File: src/include/mips_consts.svh
`ifndef MIPS_CONSTS_SVH
`define MIPS_CONSTS_SVH

`define MIPS_XLEN        32
`define MIPS_REG_COUNT   32
`define MIPS_IMEM_WORDS  256
`define MIPS_DMEM_WORDS  256

// all-zero word decodes as sll r0,r0,0
`define MIPS_NOP         32'h0000_0000

`define APB_ADDR_W       12
`define APB_REGION_MASK  12'hc00
`define APB_IMEM_BASE    12'h000
`define APB_DMEM_BASE    12'h400
`define APB_CTRL_ADDR    12'h800

`endif
File: src/logic/core_pkg.sv
package core_pkg;

`include "mips_consts.svh"

    typedef logic [`MIPS_XLEN-1:0]                word_t;
    typedef logic [$clog2(`MIPS_REG_COUNT)-1:0]   reg_addr_t;
    typedef logic [$clog2(`MIPS_IMEM_WORDS)-1:0]  imem_idx_t;  // word index, pc counts words
    typedef logic [$clog2(`MIPS_DMEM_WORDS)-1:0]  dmem_idx_t;

    typedef enum logic [1:0] {
        fwd_none,
        fwd_from_mem,
        fwd_from_wb
    } fwd_sel_e;

    typedef enum logic [1:0] {
        apb_idle,
        apb_access,
        apb_read_wait
    } apb_state_e;

endpackage

File: src/logic/apb_port.sv
`timescale 1ns/100ps
`include "mips_consts.svh"
module apb_port (
    input  logic                   clk,
    input  logic                   reset,
    input  logic                   psel,
    input  logic                   penable,
    input  logic                   pwrite,
    input  logic [`APB_ADDR_W-1:0] paddr,
    input  core_pkg::word_t        pwdata,
    output core_pkg::word_t        prdata,
    output logic                   pready,
    output logic                   pslverr,
    output logic                   run,
    output logic                   start,
    output logic                   imem_we,
    output core_pkg::imem_idx_t    imem_waddr,
    output logic                   dmem_we,
    output core_pkg::dmem_idx_t    dmem_addr,
    output core_pkg::word_t        dmem_wdata,
    input  core_pkg::word_t        dmem_rdata
);
    import core_pkg::*;

    apb_state_e state;
    logic       in_imem, in_dmem, in_ctrl;
    logic       bad_access, slow_read, done;

    assign in_imem    = (paddr & `APB_REGION_MASK) == `APB_IMEM_BASE;
    assign in_dmem    = (paddr & `APB_REGION_MASK) == `APB_DMEM_BASE;
    assign in_ctrl    = paddr == `APB_CTRL_ADDR;
    assign bad_access = (in_imem && !pwrite) || (in_dmem && run) ||
                        !(in_imem || in_dmem || in_ctrl);
    assign slow_read  = in_dmem && !pwrite && !run;  // registered ram read
    assign done       = state == apb_access && pready;

    assign imem_waddr = imem_idx_t'(paddr >> 2);
    assign dmem_addr  = dmem_idx_t'(paddr >> 2);
    assign dmem_wdata = pwdata;
    assign imem_we    = done && pwrite && in_imem;
    assign dmem_we    = done && pwrite && in_dmem && !pslverr;
    assign prdata     = (state == apb_read_wait) ? dmem_rdata : word_t'(run);

    always_ff @(posedge clk) begin
        if (reset) begin
            state   <= apb_idle;
            pready  <= 1'b0;
            pslverr <= 1'b0;
            run     <= 1'b0;
            start   <= 1'b0;
        end else begin
            start <= 1'b0;
            case (state)
                apb_idle: begin
                    if (psel && !penable) begin  // setup phase
                        state   <= apb_access;
                        pready  <= !slow_read;
                        pslverr <= bad_access;
                    end
                end
                apb_access: begin
                    if (pready) begin
                        state   <= apb_idle;
                        pready  <= 1'b0;
                        pslverr <= 1'b0;
                        if (pwrite && in_ctrl) begin
                            run   <= pwdata[0];
                            start <= pwdata[0];
                        end
                    end else begin
                        state  <= apb_read_wait;
                        pready <= 1'b1;
                    end
                end
                default: begin
                    state  <= apb_idle;
                    pready <= 1'b0;
                end
            endcase
        end
    end
endmodule

File: config.mk
export PLATFORM = sky130hd
export DESIGN_NAME = apb_port
export DESIGN_NICKNAME = d
export VERILOG_FILES = /design/src/logic/core_pkg.sv /design/src/logic/apb_port.sv
export VERILOG_INCLUDE_DIRS = /design/src /design/src/include
export SDC_FILE = /design/constraint.sdc
export NUM_CORES = 1
export LEC_CHECK = 0
export ABC_AREA = 1
export BUFFER_PORTS_ARGS = -buffer_cell sky130_fd_sc_hd__buf_2
export CORE_ASPECT_RATIO = 1.75
export CORE_MARGIN = 3
export CORE_UTILIZATION = 29
export CTS_CLUSTER_DIAMETER = 30
export DETAILED_ROUTE_END_ITERATION = 10
export HOLD_SLACK_MARGIN = 0.08
export PLACE_DENSITY = 0.86
export SLEW_MARGIN = 20
export SYNTH_ARGS = -nofsm -noshare
export SYNTH_HDL_FRONTEND = slang
export SYNTH_SLANG_ARGS = --single-unit
File: constraint.sdc
create_clock -name clk -period 1.05 [get_ports clk]
set_input_delay 0.1575 -clock clk [delete_from_list [all_inputs] [get_ports clk]]
set_output_delay 0.1575 -clock clk [all_outputs]
set_load 0.01 [all_outputs]
==> impl_metrics.tcl <==
set metrics [dict create \
    die_w_um 51.2 \
    cts_tree "done" \
    synthArstFlopShare_pct 0 \
    synthCells 183 \
    worst_ir_drop_vdd_v 0.000525 \
    vias_per_cell 4.31 \
    status "complete, but fails checks" \
    drt_iter0_drc 15 \
    hold_viol 0 \
    drive_above_1_share_pct 59.2 \
    path_class "register to primary output" \
    rows 28 \
    endpoint_kind "primary output" \
    gp_congestion 0.833 \
    antenna_found_initial 0 \
    worstPathArrival_ns 1.15 \
    crit_end "prdata[0]" \
    failed_checks "negative setup slack" \
    h-tree-depth 1 \
    core_area_sq_mm 0.00340 \
    grt_pass1_vias 1153 \
    firstDrtPassIters 4 \
    clkTransAtPathRegs_ns 0.04 \
    synth_edf_count 0 \
    relSlewSlack_pct 79.8 \
    pwr_density_cell_mw_per_mm2 614 \
    avgSynthCellArea_sq_um 5.67 \
    wirelength_um 3880 \
    fin_crit_ns 1.31 \
    final_core_util_pct 47.3 \
    cts_max_path_buffers 2 \
    clock_latency_ns 0.23 \
    instances_no_fill 295 \
    die_area_sq_mm 0.00436 \
    ys_seq_elements 6 \
    cts_root_buf "clkbuf_8" \
    drcViolationCount 0 \
    grt_pass1_wl_um 5180 \
    cts_hold_buf 0 \
    ant_nets 0 \
    maxSlewViolCount 0 \
    synth.net_count 264 \
    synth_area_leaders "buf_4, inv_1, nor2_1" \
    synthToLayoutAreaGrowth_pct 54.9 \
    initial_utilization_pct 30.5 \
    ys_seq_area_share_pct 11.6 \
    yosysMostFrequentCell "buf_4" \
    fp.dieH_um 85.1 \
    n_antenna_cell 0 \
    holdCritPathClass "primary input to register" \
    r2r_end "pslverr" \
    port_buffers 104 \
    r2r_start "state[0]" \
    crit_fanout 5 \
    synth_top_cells_by_count "buf_4, inv_1, nor2_1" \
    cts_sinks 6 \
    grt_max_degree 17 \
    p_leak_nw 1.04 \
    worstPathRequired_ns 0.89 \
    worst_slew_pin_slew_ns 0.301 \
    setup_slack_ns -0.259 \
    cap_violations 0 \
    ff2ff_path_depth 8 \
    syn_area_sq_mm 0.00104 \
    dr_total_vias 1272 \
    crit_start "state[0]" \
    fin_nets 333 \
    track_usage_pct 15.7 \
    dpl.cell_count 286 \
    post_dp_cell_area_sq_mm 0.00128 \
    synth_ff_type "dfxtp_1" \
    synth_top_area_share_pct 36.9 \
    numCtsBuffers 3 \
    ys_types 18 \
    fillers 341 \
    max_freq_mhz 764 \
    cp-start-kind "register" \
    synth_warnings 0 \
    finalSetupViolCount 38 \
    wire_per_inst_um 13.1 \
    reg2reg_setup_slack_ns -0.19 \
    grt_overflow 0 \
    postLayoutCellArea_sq_mm 0.00161 \
    fin_crit_sh_pct 125 \
    skew_ns 0.00379 \
    synth_top_cell_by_area "buf_4" \
    dp_hpwl_um 3060 \
    rsz0062_at_grt "true" \
    boundaryPins 167 \
]
## worst max-delay path, cell delays in order (launching register included)
cell and delay, ns:
dfxtp_2 0.33, inv_2 0.09, nand2_8 0.10, buf_12 0.15, a21oi_1 0.12, buf_2 0.14
## per-layer routing
layer	track usage, %	routed length (um)	vias up	part of all wire [%]
li1	-	-	609	-
met1	10.8	1050	544	27
met2	31.8	1960	111	50
met3	10.0	801	8	21
met4	4.53	69	0	1.8
met5	0	0	-	0
## sequential cells by signal (all words and copies together), names as in the netlist
register	cells
state	2
pready	1
pslverr	1
run	1
start	1
## worst min-delay path by stage
stage | end | from | cells after the start | slack (ns)
finish | state[0] | reset | 2 | 0.17
global route | state[0] | reset | 2 | 0.19
CTS | state[0] | reset | 2 | 0.17
detailed placement | dmem_wdata[27] | pwdata[27] | 0 | 0.32
global placement | dmem_wdata[27] | pwdata[27] | 0 | 0.32
floorplan | state[0] | reset | 1 | 0.23
## cell usage in the layout, fill, tap and decap left out, types with 2 or more instances in the layout
cell type | netlist | routed
inv_2 | 2 | 4
nor2_1 | 44 | 33
nand3_1 | 4 | 3
buf_16 | 0 | 3
dfxtp_1 | 6 | 4
nand2_1 | 16 | 14
nand3_2 | 2 | 2
inv_1 | 44 | 42
nor2_2 | 3 | 5
clkbuf_8 | 0 | 3
buf_2 | 0 | 97
nor3_2 | 2 | 2
buf_6 | 0 | 11
buf_4 | 51 | 3
nor2_4 | 0 | 9
## power breakdown
part | switching, W | internal [W] | total, W
logic | 0.000198 | 0.000187 | 0.000385
registers | 0.0000128 | 0.000238 | 0.000250
clock network | 0.000105 | 0.000247 | 0.000352
## logic make-up after synthesis
logic type / count (synthesis) / synth area share [%]
DFF: 6 / 11.6
AOI/OAI and AO/OA: 6 / 3.74
and+or+nand+nor: 74 / 31.1
buffers and inverters: 97 / 53.6
## final cells by class
class	count	area, sq um	area share [%]
well taps	45	56.3	3.50
flip-flops and latches	6	125	7.79
inverters	46	173	10.7
repair buffers	115	734	45.7
clock buffers	3	41.3	2.57
multi-input cells	80	477	29.7
## metrics by stage
step,hold WS [ns],TNS [ns],setup slack (ns),total power [W]
final,0.170,-7.78,-0.259,0.000987
after global routing,0.188,-9.66,-0.316,0.00104
after CTS,0.168,-7.64,-0.260,0.000958
after detailed placement,0.315,-0.217,-0.0644,0.000567
after global placement,0.315,-0.0806,-0.0405,0.000562
after floorplan,0.230,0,0.0447,0.000546
## what timing repair did
| action | in CTS | in global routing |
|---|---|---|
| gates cloned | 3 | 0 |
| setup buffers | 4 | 2 |
| resized for setup | 38 | 12 |
| pin swaps | 3 | 7 |
| endpoints found under the setup margin | 37 | 38 |
Power figures use the tool's default switching activity.
