**src/include/mips_consts.svh**
```systemverilog
`ifndef MIPS_CONSTS_SVH
`define MIPS_CONSTS_SVH

`define MIPS_XLEN        32
`define MIPS_REG_COUNT   32
`define MIPS_IMEM_WORDS  256
`define MIPS_DMEM_WORDS  256

// all-zero word decodes as sll r0,r0,0
`define MIPS_NOP         32'h0000_0000

`define APB_ADDR_W       12
`define APB_REGION_MASK  12'hc00
`define APB_IMEM_BASE    12'h000
`define APB_DMEM_BASE    12'h400
`define APB_CTRL_ADDR    12'h800

`endif
```
**src/logic/core_pkg.sv**
```systemverilog
package core_pkg;

`include "mips_consts.svh"

    typedef logic [`MIPS_XLEN-1:0]                word_t;
    typedef logic [$clog2(`MIPS_REG_COUNT)-1:0]   reg_addr_t;
    typedef logic [$clog2(`MIPS_IMEM_WORDS)-1:0]  imem_idx_t;  // word index, pc counts words
    typedef logic [$clog2(`MIPS_DMEM_WORDS)-1:0]  dmem_idx_t;

    typedef enum logic [1:0] {
        fwd_none,
        fwd_from_mem,
        fwd_from_wb
    } fwd_sel_e;

    typedef enum logic [1:0] {
        apb_idle,
        apb_access,
        apb_read_wait
    } apb_state_e;

endpackage

```
**src/logic/isa_pkg.sv**
```systemverilog
package isa_pkg;

    typedef enum logic [5:0] {
        op_rtype = 6'h00,
        op_j     = 6'h02,
        op_beq   = 6'h04,
        op_bne   = 6'h05,
        op_addi  = 6'h08,
        op_addiu = 6'h09,
        op_slti  = 6'h0a,
        op_sltiu = 6'h0b,
        op_andi  = 6'h0c,
        op_ori   = 6'h0d,
        op_xori  = 6'h0e,
        op_lw    = 6'h23,
        op_sw    = 6'h2b
    } opcode_e;

    typedef enum logic [5:0] {
        fn_sll  = 6'h00,
        fn_srl  = 6'h02,
        fn_sra  = 6'h03,
        fn_add  = 6'h20,
        fn_addu = 6'h21,
        fn_sub  = 6'h22,
        fn_subu = 6'h23,
        fn_and  = 6'h24,
        fn_or   = 6'h25,
        fn_xor  = 6'h26,
        fn_nor  = 6'h27,
        fn_slt  = 6'h2a,
        fn_sltu = 6'h2b
    } funct_e;

    // no overflow traps, so signed and unsigned add/sub share a code
    typedef enum logic [3:0] {
        alu_and  = 4'b0000,
        alu_or   = 4'b0001,
        alu_add  = 4'b0010,
        alu_sub  = 4'b0110,
        alu_slt  = 4'b0111,
        alu_sltu = 4'b1000,
        alu_xor  = 4'b1001,
        alu_sll  = 4'b1010,
        alu_srl  = 4'b1011,
        alu_nor  = 4'b1100,
        alu_sra  = 4'b1101
    } alu_op_e;

endpackage

```
**src/logic/pipe_control.sv**
```systemverilog
`timescale 1ns/100ps
module pipe_control (
    input  core_pkg::word_t     instr_d,
    input  core_pkg::imem_idx_t pc_next_d,
    input  core_pkg::word_t     rd1_d,
    input  core_pkg::word_t     rd2_d,
    input  core_pkg::reg_addr_t dest_e,
    input  core_pkg::reg_addr_t dest_m,
    input  core_pkg::reg_addr_t dest_w,
    input  logic                wen_e,
    input  logic                wen_m,
    input  logic                wen_w,
    input  logic                load_e,
    input  logic                load_m,
    input  core_pkg::reg_addr_t rs_e,
    input  core_pkg::reg_addr_t rt_e,
    output isa_pkg::alu_op_e    alu_op,
    output logic                src_imm,
    output logic                src_shamt,
    output logic                zero_ext,
    output logic                mem_read,
    output logic                mem_write,
    output logic                reg_write,
    output logic                dst_rd,
    output logic                stall,
    output logic                flush_f,
    output logic                flush_d,
    output core_pkg::fwd_sel_e  fwd_rs_d,
    output core_pkg::fwd_sel_e  fwd_rt_d,
    output core_pkg::fwd_sel_e  fwd_rs_e,
    output core_pkg::fwd_sel_e  fwd_rt_e,
    output logic                branch_taken,
    output core_pkg::imem_idx_t branch_target
);
    import isa_pkg::*;
    import core_pkg::*;

    reg_addr_t rs_d;
    reg_addr_t rt_d;
    logic      is_beq, is_bne, is_j;
    logic      load_use, branch_wait;

    function automatic logic hit(reg_addr_t src, logic wen, reg_addr_t dest);
        return wen && src != '0 && src == dest;
    endfunction

    assign rs_d = instr_d[25:21];
    assign rt_d = instr_d[20:16];

    always_comb begin
        alu_op    = alu_add;
        src_imm   = 1'b0;
        src_shamt = 1'b0;
        zero_ext  = 1'b0;
        mem_read  = 1'b0;
        mem_write = 1'b0;
        reg_write = 1'b0;
        dst_rd    = 1'b0;
        is_beq    = 1'b0;
        is_bne    = 1'b0;
        is_j      = 1'b0;
        case (opcode_e'(instr_d[31:26]))
            op_rtype: begin
                reg_write = 1'b1;
                dst_rd    = 1'b1;
                case (funct_e'(instr_d[5:0]))
                    fn_add, fn_addu: alu_op = alu_add;
                    fn_sub, fn_subu: alu_op = alu_sub;
                    fn_and:  alu_op = alu_and;
                    fn_or:   alu_op = alu_or;
                    fn_xor:  alu_op = alu_xor;
                    fn_nor:  alu_op = alu_nor;
                    fn_slt:  alu_op = alu_slt;
                    fn_sltu: alu_op = alu_sltu;
                    fn_sll: begin
                        alu_op    = alu_sll;
                        src_shamt = 1'b1;
                    end
                    fn_srl: begin
                        alu_op    = alu_srl;
                        src_shamt = 1'b1;
                    end
                    fn_sra: begin
                        alu_op    = alu_sra;
                        src_shamt = 1'b1;
                    end
                    default: reg_write = 1'b0;  // unknown funct is a no-op
                endcase
            end
            op_addi, op_addiu: {src_imm, reg_write} = 2'b11;
            op_slti: begin
                alu_op = alu_slt;
                {src_imm, reg_write} = 2'b11;
            end
            op_sltiu: begin
                alu_op = alu_sltu;  // imm still sign extended
                {src_imm, reg_write} = 2'b11;
            end
            op_andi: begin
                alu_op = alu_and;
                {src_imm, reg_write, zero_ext} = 3'b111;
            end
            op_ori: begin
                alu_op = alu_or;
                {src_imm, reg_write, zero_ext} = 3'b111;
            end
            op_xori: begin
                alu_op = alu_xor;
                {src_imm, reg_write, zero_ext} = 3'b111;
            end
            op_lw:   {src_imm, reg_write, mem_read} = 3'b111;
            op_sw:   {src_imm, mem_write} = 2'b11;
            op_beq:  is_beq = 1'b1;
            op_bne:  is_bne = 1'b1;
            op_j:    is_j = 1'b1;
            default: ;
        endcase
    end

    // nearer stage wins, loads in mem are not forwarded into decode
    assign fwd_rs_d = hit(rs_d, wen_m && !load_m, dest_m) ? fwd_from_mem : fwd_none;
    assign fwd_rt_d = hit(rt_d, wen_m && !load_m, dest_m) ? fwd_from_mem : fwd_none;
    assign fwd_rs_e = hit(rs_e, wen_m, dest_m) ? fwd_from_mem :
                      hit(rs_e, wen_w, dest_w) ? fwd_from_wb : fwd_none;
    assign fwd_rt_e = hit(rt_e, wen_m, dest_m) ? fwd_from_mem :
                      hit(rt_e, wen_w, dest_w) ? fwd_from_wb : fwd_none;

    assign load_use    = hit(rs_d, load_e, dest_e) || hit(rt_d, load_e, dest_e);
    assign branch_wait = (is_beq || is_bne) &&
                         (hit(rs_d, wen_e, dest_e) || hit(rt_d, wen_e, dest_e) ||
                          hit(rs_d, load_m, dest_m) || hit(rt_d, load_m, dest_m));
    assign stall   = load_use || branch_wait;
    assign flush_d = stall;  // bubble into execute

    assign branch_taken = !stall && (is_j || (is_beq && rd1_d == rd2_d) ||
                                     (is_bne && rd1_d != rd2_d));
    assign flush_f      = branch_taken;
    assign branch_target = is_j ? imem_idx_t'(instr_d) : pc_next_d + imem_idx_t'(instr_d);
endmodule

```
**config.mk**
```make
export PLATFORM = sky130hd
export DESIGN_NAME = pipe_control
export DESIGN_NICKNAME = d
export VERILOG_FILES = /design/src/logic/core_pkg.sv /design/src/logic/isa_pkg.sv /design/src/logic/pipe_control.sv
export VERILOG_INCLUDE_DIRS = /design/src /design/src/include
export SDC_FILE = /design/constraint.sdc
export NUM_CORES = 1
export LEC_CHECK = 0
export BUFFER_PORTS_ARGS = -buffer_cell sky130_fd_sc_hd__buf_4
export CORE_ASPECT_RATIO = 1.75
export CORE_MARGIN = 2
export CORE_UTILIZATION = 30
export DETAILED_ROUTE_END_ITERATION = 8
export PLACE_DENSITY = 0.7
export SLEW_MARGIN = 20
export SYNTH_ARGS = -nofsm -noshare
export SYNTH_HDL_FRONTEND = slang
export SYNTH_SLANG_ARGS = --single-unit
export TNS_END_PERCENT = 5
```
**constraint.sdc**
```tcl
create_clock -name vclk -period 4
set_input_delay 0.2 -clock vclk [all_inputs]
set_output_delay 0.2 -clock vclk [all_outputs]
set_load 0.03 [all_outputs]
```
==> qor.yml, run 1 <==
power:
  leakagePower_nw: 1.296
  power.internal_uw: 189.9
  powerDensity_nw_per_um2: 124.2
  peakVddDrop_mv: 0.08178
  p_switching_uw: 171.3
  p_comb_share_pct: 100.0
  seqPwrFrac_pct: 0
  p_sw_share_pct: 47.43
  p_total_uw: 361.2
  clkPwrFrac_pct: 0
grt:
  use_met1_pct: 16.57
  first_global_vias: 2326
  grt_usage_pct: 19.09
  grt-ovfl-total: 0
  grt_pass1_wl_um: 9811
  use_met3_pct: 4.104
  antenna_found_initial: 0
  grt.busiest_layer: "met2"
  grt_use_met2_pct: 39.59
  grt_max_degree: 16
sta:
  finalHoldViolations: 0
  drv_slew: 0
  rsz0062_at_grt: "false"
  fin_crit_sh_pct: 55.09
  slew-limit-headroom_pct: 62.54
  period_minus_slack_ns: 2.204
  tightest_slew_ns: 0.5603
  setup_viol: 0
  finalWorstSetupSlack_ns: 1.796
  setup_tns_ns: 0
  fmax_mhz: 453.8
min_path:
  min-delay-start: "instr_d[7]"
  hold_class: "in2out"
die:
  io_pins: 165
  die_area_um2: 6350
  initial_core_util_pct: 30.89
  die_w_um: 61.10
  num_rows: 36
  die_h_um: 103.9
  core_area_um2: 5540
detailed_routing:
  first_pass_iters: 4
  ant_nets: 0
  drt_iter0_markers: 34
  wl_um: 6404
  viasPerCell: 4.966
  vias: 2314
  wl_per_cell_um: 13.74
  drc: 0
critical_path:
  cp-startpoint: "instr_d[0]"
  critPathTopFamily: "adder cells"
  required_ns: 3.80
  slowest_stage: "fa_1"
  critPathKind: "in2out"
  critPathMaxFanout: 9
  slowest_delay_ns: 0.40
  cp-start-kind: "input port"
  cp.depth: 11
  worst_setup_path_end_kind: "primary output"
  crit_arrival_ns: 2.00
  crit_path_end: "branch_target[6]"
  crit_path_cell_trace: "buf_4 -> ha_1 -> inv_1 -> fa_1 -> nor2b_1 -> o21ai_1 -> a21boi_1 -> o21ai_1 -> and4b_1 -> nor3_1 -> buf_4"
  critPathBufInv: 3
placement:
  port_buffers: 155
  gp_congestion: 0.8499
  dp_hpwl_um: 5762
  dp_slack_ns: 1.766
outcome:
  outcome: "finished clean"
final_layout:
  register_area_um2: 0
  nFlopsAndLatches: 0
  syn2layout_area_growth_pct: 69.88
  diodes: 0
  nClkBuffers: 0
  final_nets: 534
  drive_above_1_share_pct: 41.54
synth:
  ys_seq_area_share_pct: 0
  syn_area_per_cell_um2: 6.930
  synth_top_area_share_pct: 30.19
  synth.distinct_cells: 46
  synth_area_leader_cell: "xnor2_1"
  syn-cell-area_um2: 1712
  synth_warnings: 0
  ys_top_cells_by_area: "xnor2_1, xor2_1, nand4_1, nor2_1, ha_1"
  synth_cells: 247
cts:
  cts_resized: 0
  cts_setup_buffers: 0
  hold_buffers: 0
run:
  maxCapViolCount: 0
==> area by class of cell <==
class	count	area, µm²
Tap cell	76	95.09
Inverter	5	18.77
Fill cell	578	2633
Multi-Input combinational cell	230	1630
Timing Repair Buffer	155	1164
==> stage by stage <==
step / util [%] / area, µm² / hold slack, ns / std cells
2_1_floorplan: - / 1715 / 0.5118 / 248
3_3_place_gp: 52.48 / 2908 / 0.7171 / 466
3_5_place_dp: 52.48 / 2908 / 0.7154 / 466
4_1_cts: 52.48 / 2908 / 0.7151 / 466
5_1_grt: 52.48 / 2908 / 0.7230 / 466
6_report: 52.48 / 2908 / 0.7150 / 466
==> cells by family after synthesis <==
| logic type | share of synthesized area (%) |
|---|---|
| XOR/XNOR | 40.94 |
| multiplexers | 1.243 |
| buffers and inverters | 4.971 |
| AND/OR/NAND/NOR | 32.16 |
| other | 0.2191 |
| adder cells (fa/ha/maj) | 6.286 |
| AO/OA/AOI/OAI | 14.18 |
==> cell usage after synthesis (4+ instances only) <==
| cell type | n |
|---|---|
| a21oi_1 | 13 |
| inv_1 | 5 |
| nand4_1 | 16 |
| clkbuf_1 | 7 |
| ha_1 | 7 |
| nor2b_1 | 7 |
| nor2_1 | 24 |
| xnor2_1 | 59 |
| nand2b_1 | 6 |
| nor4_1 | 8 |
| xor2_1 | 21 |
| buf_4 | 4 |
| nor3_1 | 9 |
| nand2_1 | 17 |
==> power by group through the flow <==
| stage | registers [mW] | logic, mW | clock network (mW) |
|---|---|---|---|
| floorplan | 0 | 0.192 | 0 |
| finish | 0 | 0.361 | 0 |
| detailed placement | 0 | 0.363 | 0 |
| global route | 0 | 0.395 | 0 |
| global placement | 0 | 0.358 | 0 |
| CTS | 0 | 0.365 | 0 |
==> placed cells by master (no fill, tap or decap), types with 2 or more instances in the layout <==
cell and instances:
a22oi_1 2, or4_1 2, o21ai_0 3, and4b_1 2
o21ai_1 3, nand2b_1 6, nand2_1 17, a21oi_1 13
nor2b_1 7, o22ai_1 3, nand4_1 16, and3_1 2
ha_1 7, nand3_1 2, nor4_1 8, xnor2_1 59
conb_1 2, inv_1 5, nor3_1 9, xor2_1 21
buf_4 155, nor2_1 24
==> how the worst min path moves through the flow <==
stage                             to  slack (ns)  cells after the start
finish              branch_target[7]        0.72                      3
global route        branch_target[7]        0.72                      3
CTS                 branch_target[7]        0.72                      3
detailed placement  branch_target[7]        0.72                      3
global placement    branch_target[7]        0.72                      3
floorplan                    src_imm        0.51                      1
==> metal layers <==
layer | wire, µm | share of wire (%) | up-vias
met5 | 0 | 0 | -
met4 | 163 | 2.5 | 0
met3 | 686 | 11 | 14
li1 | - | - | 1155
met2 | 3650 | 57 | 108
met1 | 1903 | 30 | 1037
(Power assumes the default switching activity.)
==> inputs of run 2 (changes only) <==
==> constraint.sdc (replaced) <==
create_clock -name vclk -period 2.3
set_input_delay 0.115 -clock vclk [all_inputs]
set_output_delay 0.115 -clock vclk [all_outputs]
set_load 0.03 [all_outputs]
==> qor.yml, run 2 (synthesis gave the netlist of run 1 again) <==
detailed_routing:
  ant_nets: 0
  drt_iter0_markers: 33
  viasPerCell: 4.946
  first_pass_iters: 4
  vias: 2310
  drc: 0
  wl_per_cell_um: 13.65
  wl_um: 6374
min_path:
  min-delay-start: "instr_d[30]"
  hold_depth: 3
  hold_class: "in2out"
  min_to: "src_imm"
power:
  clkPwrFrac_pct: 0
  p_comb_share_pct: 100.0
  power.internal_uw: 330.5
  powerDensity_nw_per_um2: 215.6
  seqPwrFrac_pct: 0
  p_switching_uw: 298.0
  p_total_uw: 628.6
  leakagePower_nw: 1.300
  p_sw_share_pct: 47.41
  peakVddDrop_mv: 0.1444
sta:
  finalHoldViolations: 0
  setup_tns_ns: 0
  rsz0062_at_grt: "false"
  setup_viol: 0
  period_minus_slack_ns: 2.039
  fmax_mhz: 490.3
  drv_slew: 0
  fin_crit_sh_pct: 88.67
critical_path:
  crit_arrival_ns: 1.92
  required_ns: 2.18
  cp-start-kind: "input port"
  critPathMaxFanout: 7
  worst_setup_path_end_kind: "primary output"
  critPathKind: "in2out"
run:
  maxCapViolCount: 0
final_layout:
  drive_above_1_share_pct: 41.69
  nFlopsAndLatches: 0
  nClkBuffers: 0
  final_common_cell: "buf_4"
  diodes: 0
  register_area_um2: 0
  syn2layout_area_growth_pct: 70.32
  finalInstanceArea_um2: 2915
  final_nets: 535
  mostFrequentLayoutCells: "buf_4, xnor2_1, nor2_1"
die:
  num_rows: 36
  die_area_um2: 6350
  die_w_um: 61.10
  die_h_um: 103.9
  core_area_um2: 5540
  initial_core_util_pct: 30.89
  io_pins: 165
cts:
  cts_resized: 0
  cts_setup_buffers: 0
  hold_buffers: 0
grt:
  antenna_found_initial: 0
  grt-ovfl-total: 0
  grt_pass1_wl_um: 9356
  grt_usage_pct: 18.34
  grt_max_degree: 14
  first_global_vias: 2177
outcome:
  outcome: "finished clean"
placement:
  dp_hpwl_um: 5725
  port_buffers: 155
  gp_congestion: 0.8893
  placed_area_um2: 2915
[run 2: cell count changes in the layout (fill, tap and decap cells not counted)]
cell,change
buf_4,+1
[run 2: worst max path at each step]
stage	from	end	slack [ns]	cells past startpoint
after floorplan	instr_d[0]	branch_target[6]	0.21	9
after global placement	instr_d[0]	branch_target[6]	0.29	11
after detailed placement	instr_d[1]	branch_target[7]	0.24	9
after CTS	instr_d[1]	branch_target[7]	0.24	9
after global routing	instr_d[0]	branch_target[6]	0.15	11
final	instr_d[1]	branch_target[7]	0.26	9
[run 2: per-layer routing]
layer | routed length [µm] | track usage [%] | vias up
li1 | - | - | 1158
met1 | 1961 | 16.54 | 1037
met2 | 3661 | 38.22 | 105
met3 | 632 | 2.985 | 10
met4 | 118 | 3.571 | 0
met5 | 0 | 0 | -
[run 2: cell type report]
cell class	count	area (µm²)
multi-input cells	230	1630
well taps	76	95.09
repair buffers	156	1171
inverters	5	18.77
fillers	568	2625
[run 2: metrics by stage]
| step | cells | utilization, % | hold slack [ns] | setup slack, ns |
|---|---|---|---|---|
| 2_1_floorplan | 248 | - | 0.3418 | 0.2144 |
| 3_3_place_gp | 467 | 52.62 | 0.5465 | 0.2903 |
| 3_5_place_dp | 467 | 52.62 | 0.5632 | 0.2449 |
| 4_1_cts | 467 | 52.62 | 0.5627 | 0.2376 |
| 5_1_grt | 467 | 52.62 | 0.5743 | 0.1520 |
| 6_report | 467 | 52.62 | 0.5568 | 0.2606 |
[run 2: power groups by stage]
stage          clock, mW  combinational [mW]  sequential (mW)
2_1_floorplan          0               0.334                0
3_3_place_gp           0               0.623                0
3_5_place_dp           0               0.632                0
4_1_cts                0               0.634                0
5_1_grt                0               0.682                0
6_report               0               0.629                0
[run 2: critical path, cell delays in order]
cell and delay, ns:
buf_4 0.14, ha_1 0.28, a21o_1 0.19, a21oi_2 0.21, o211ai_2 0.12, and3_1 0.17
a311o_1 0.32, xnor2_1 0.17, buf_4 0.20
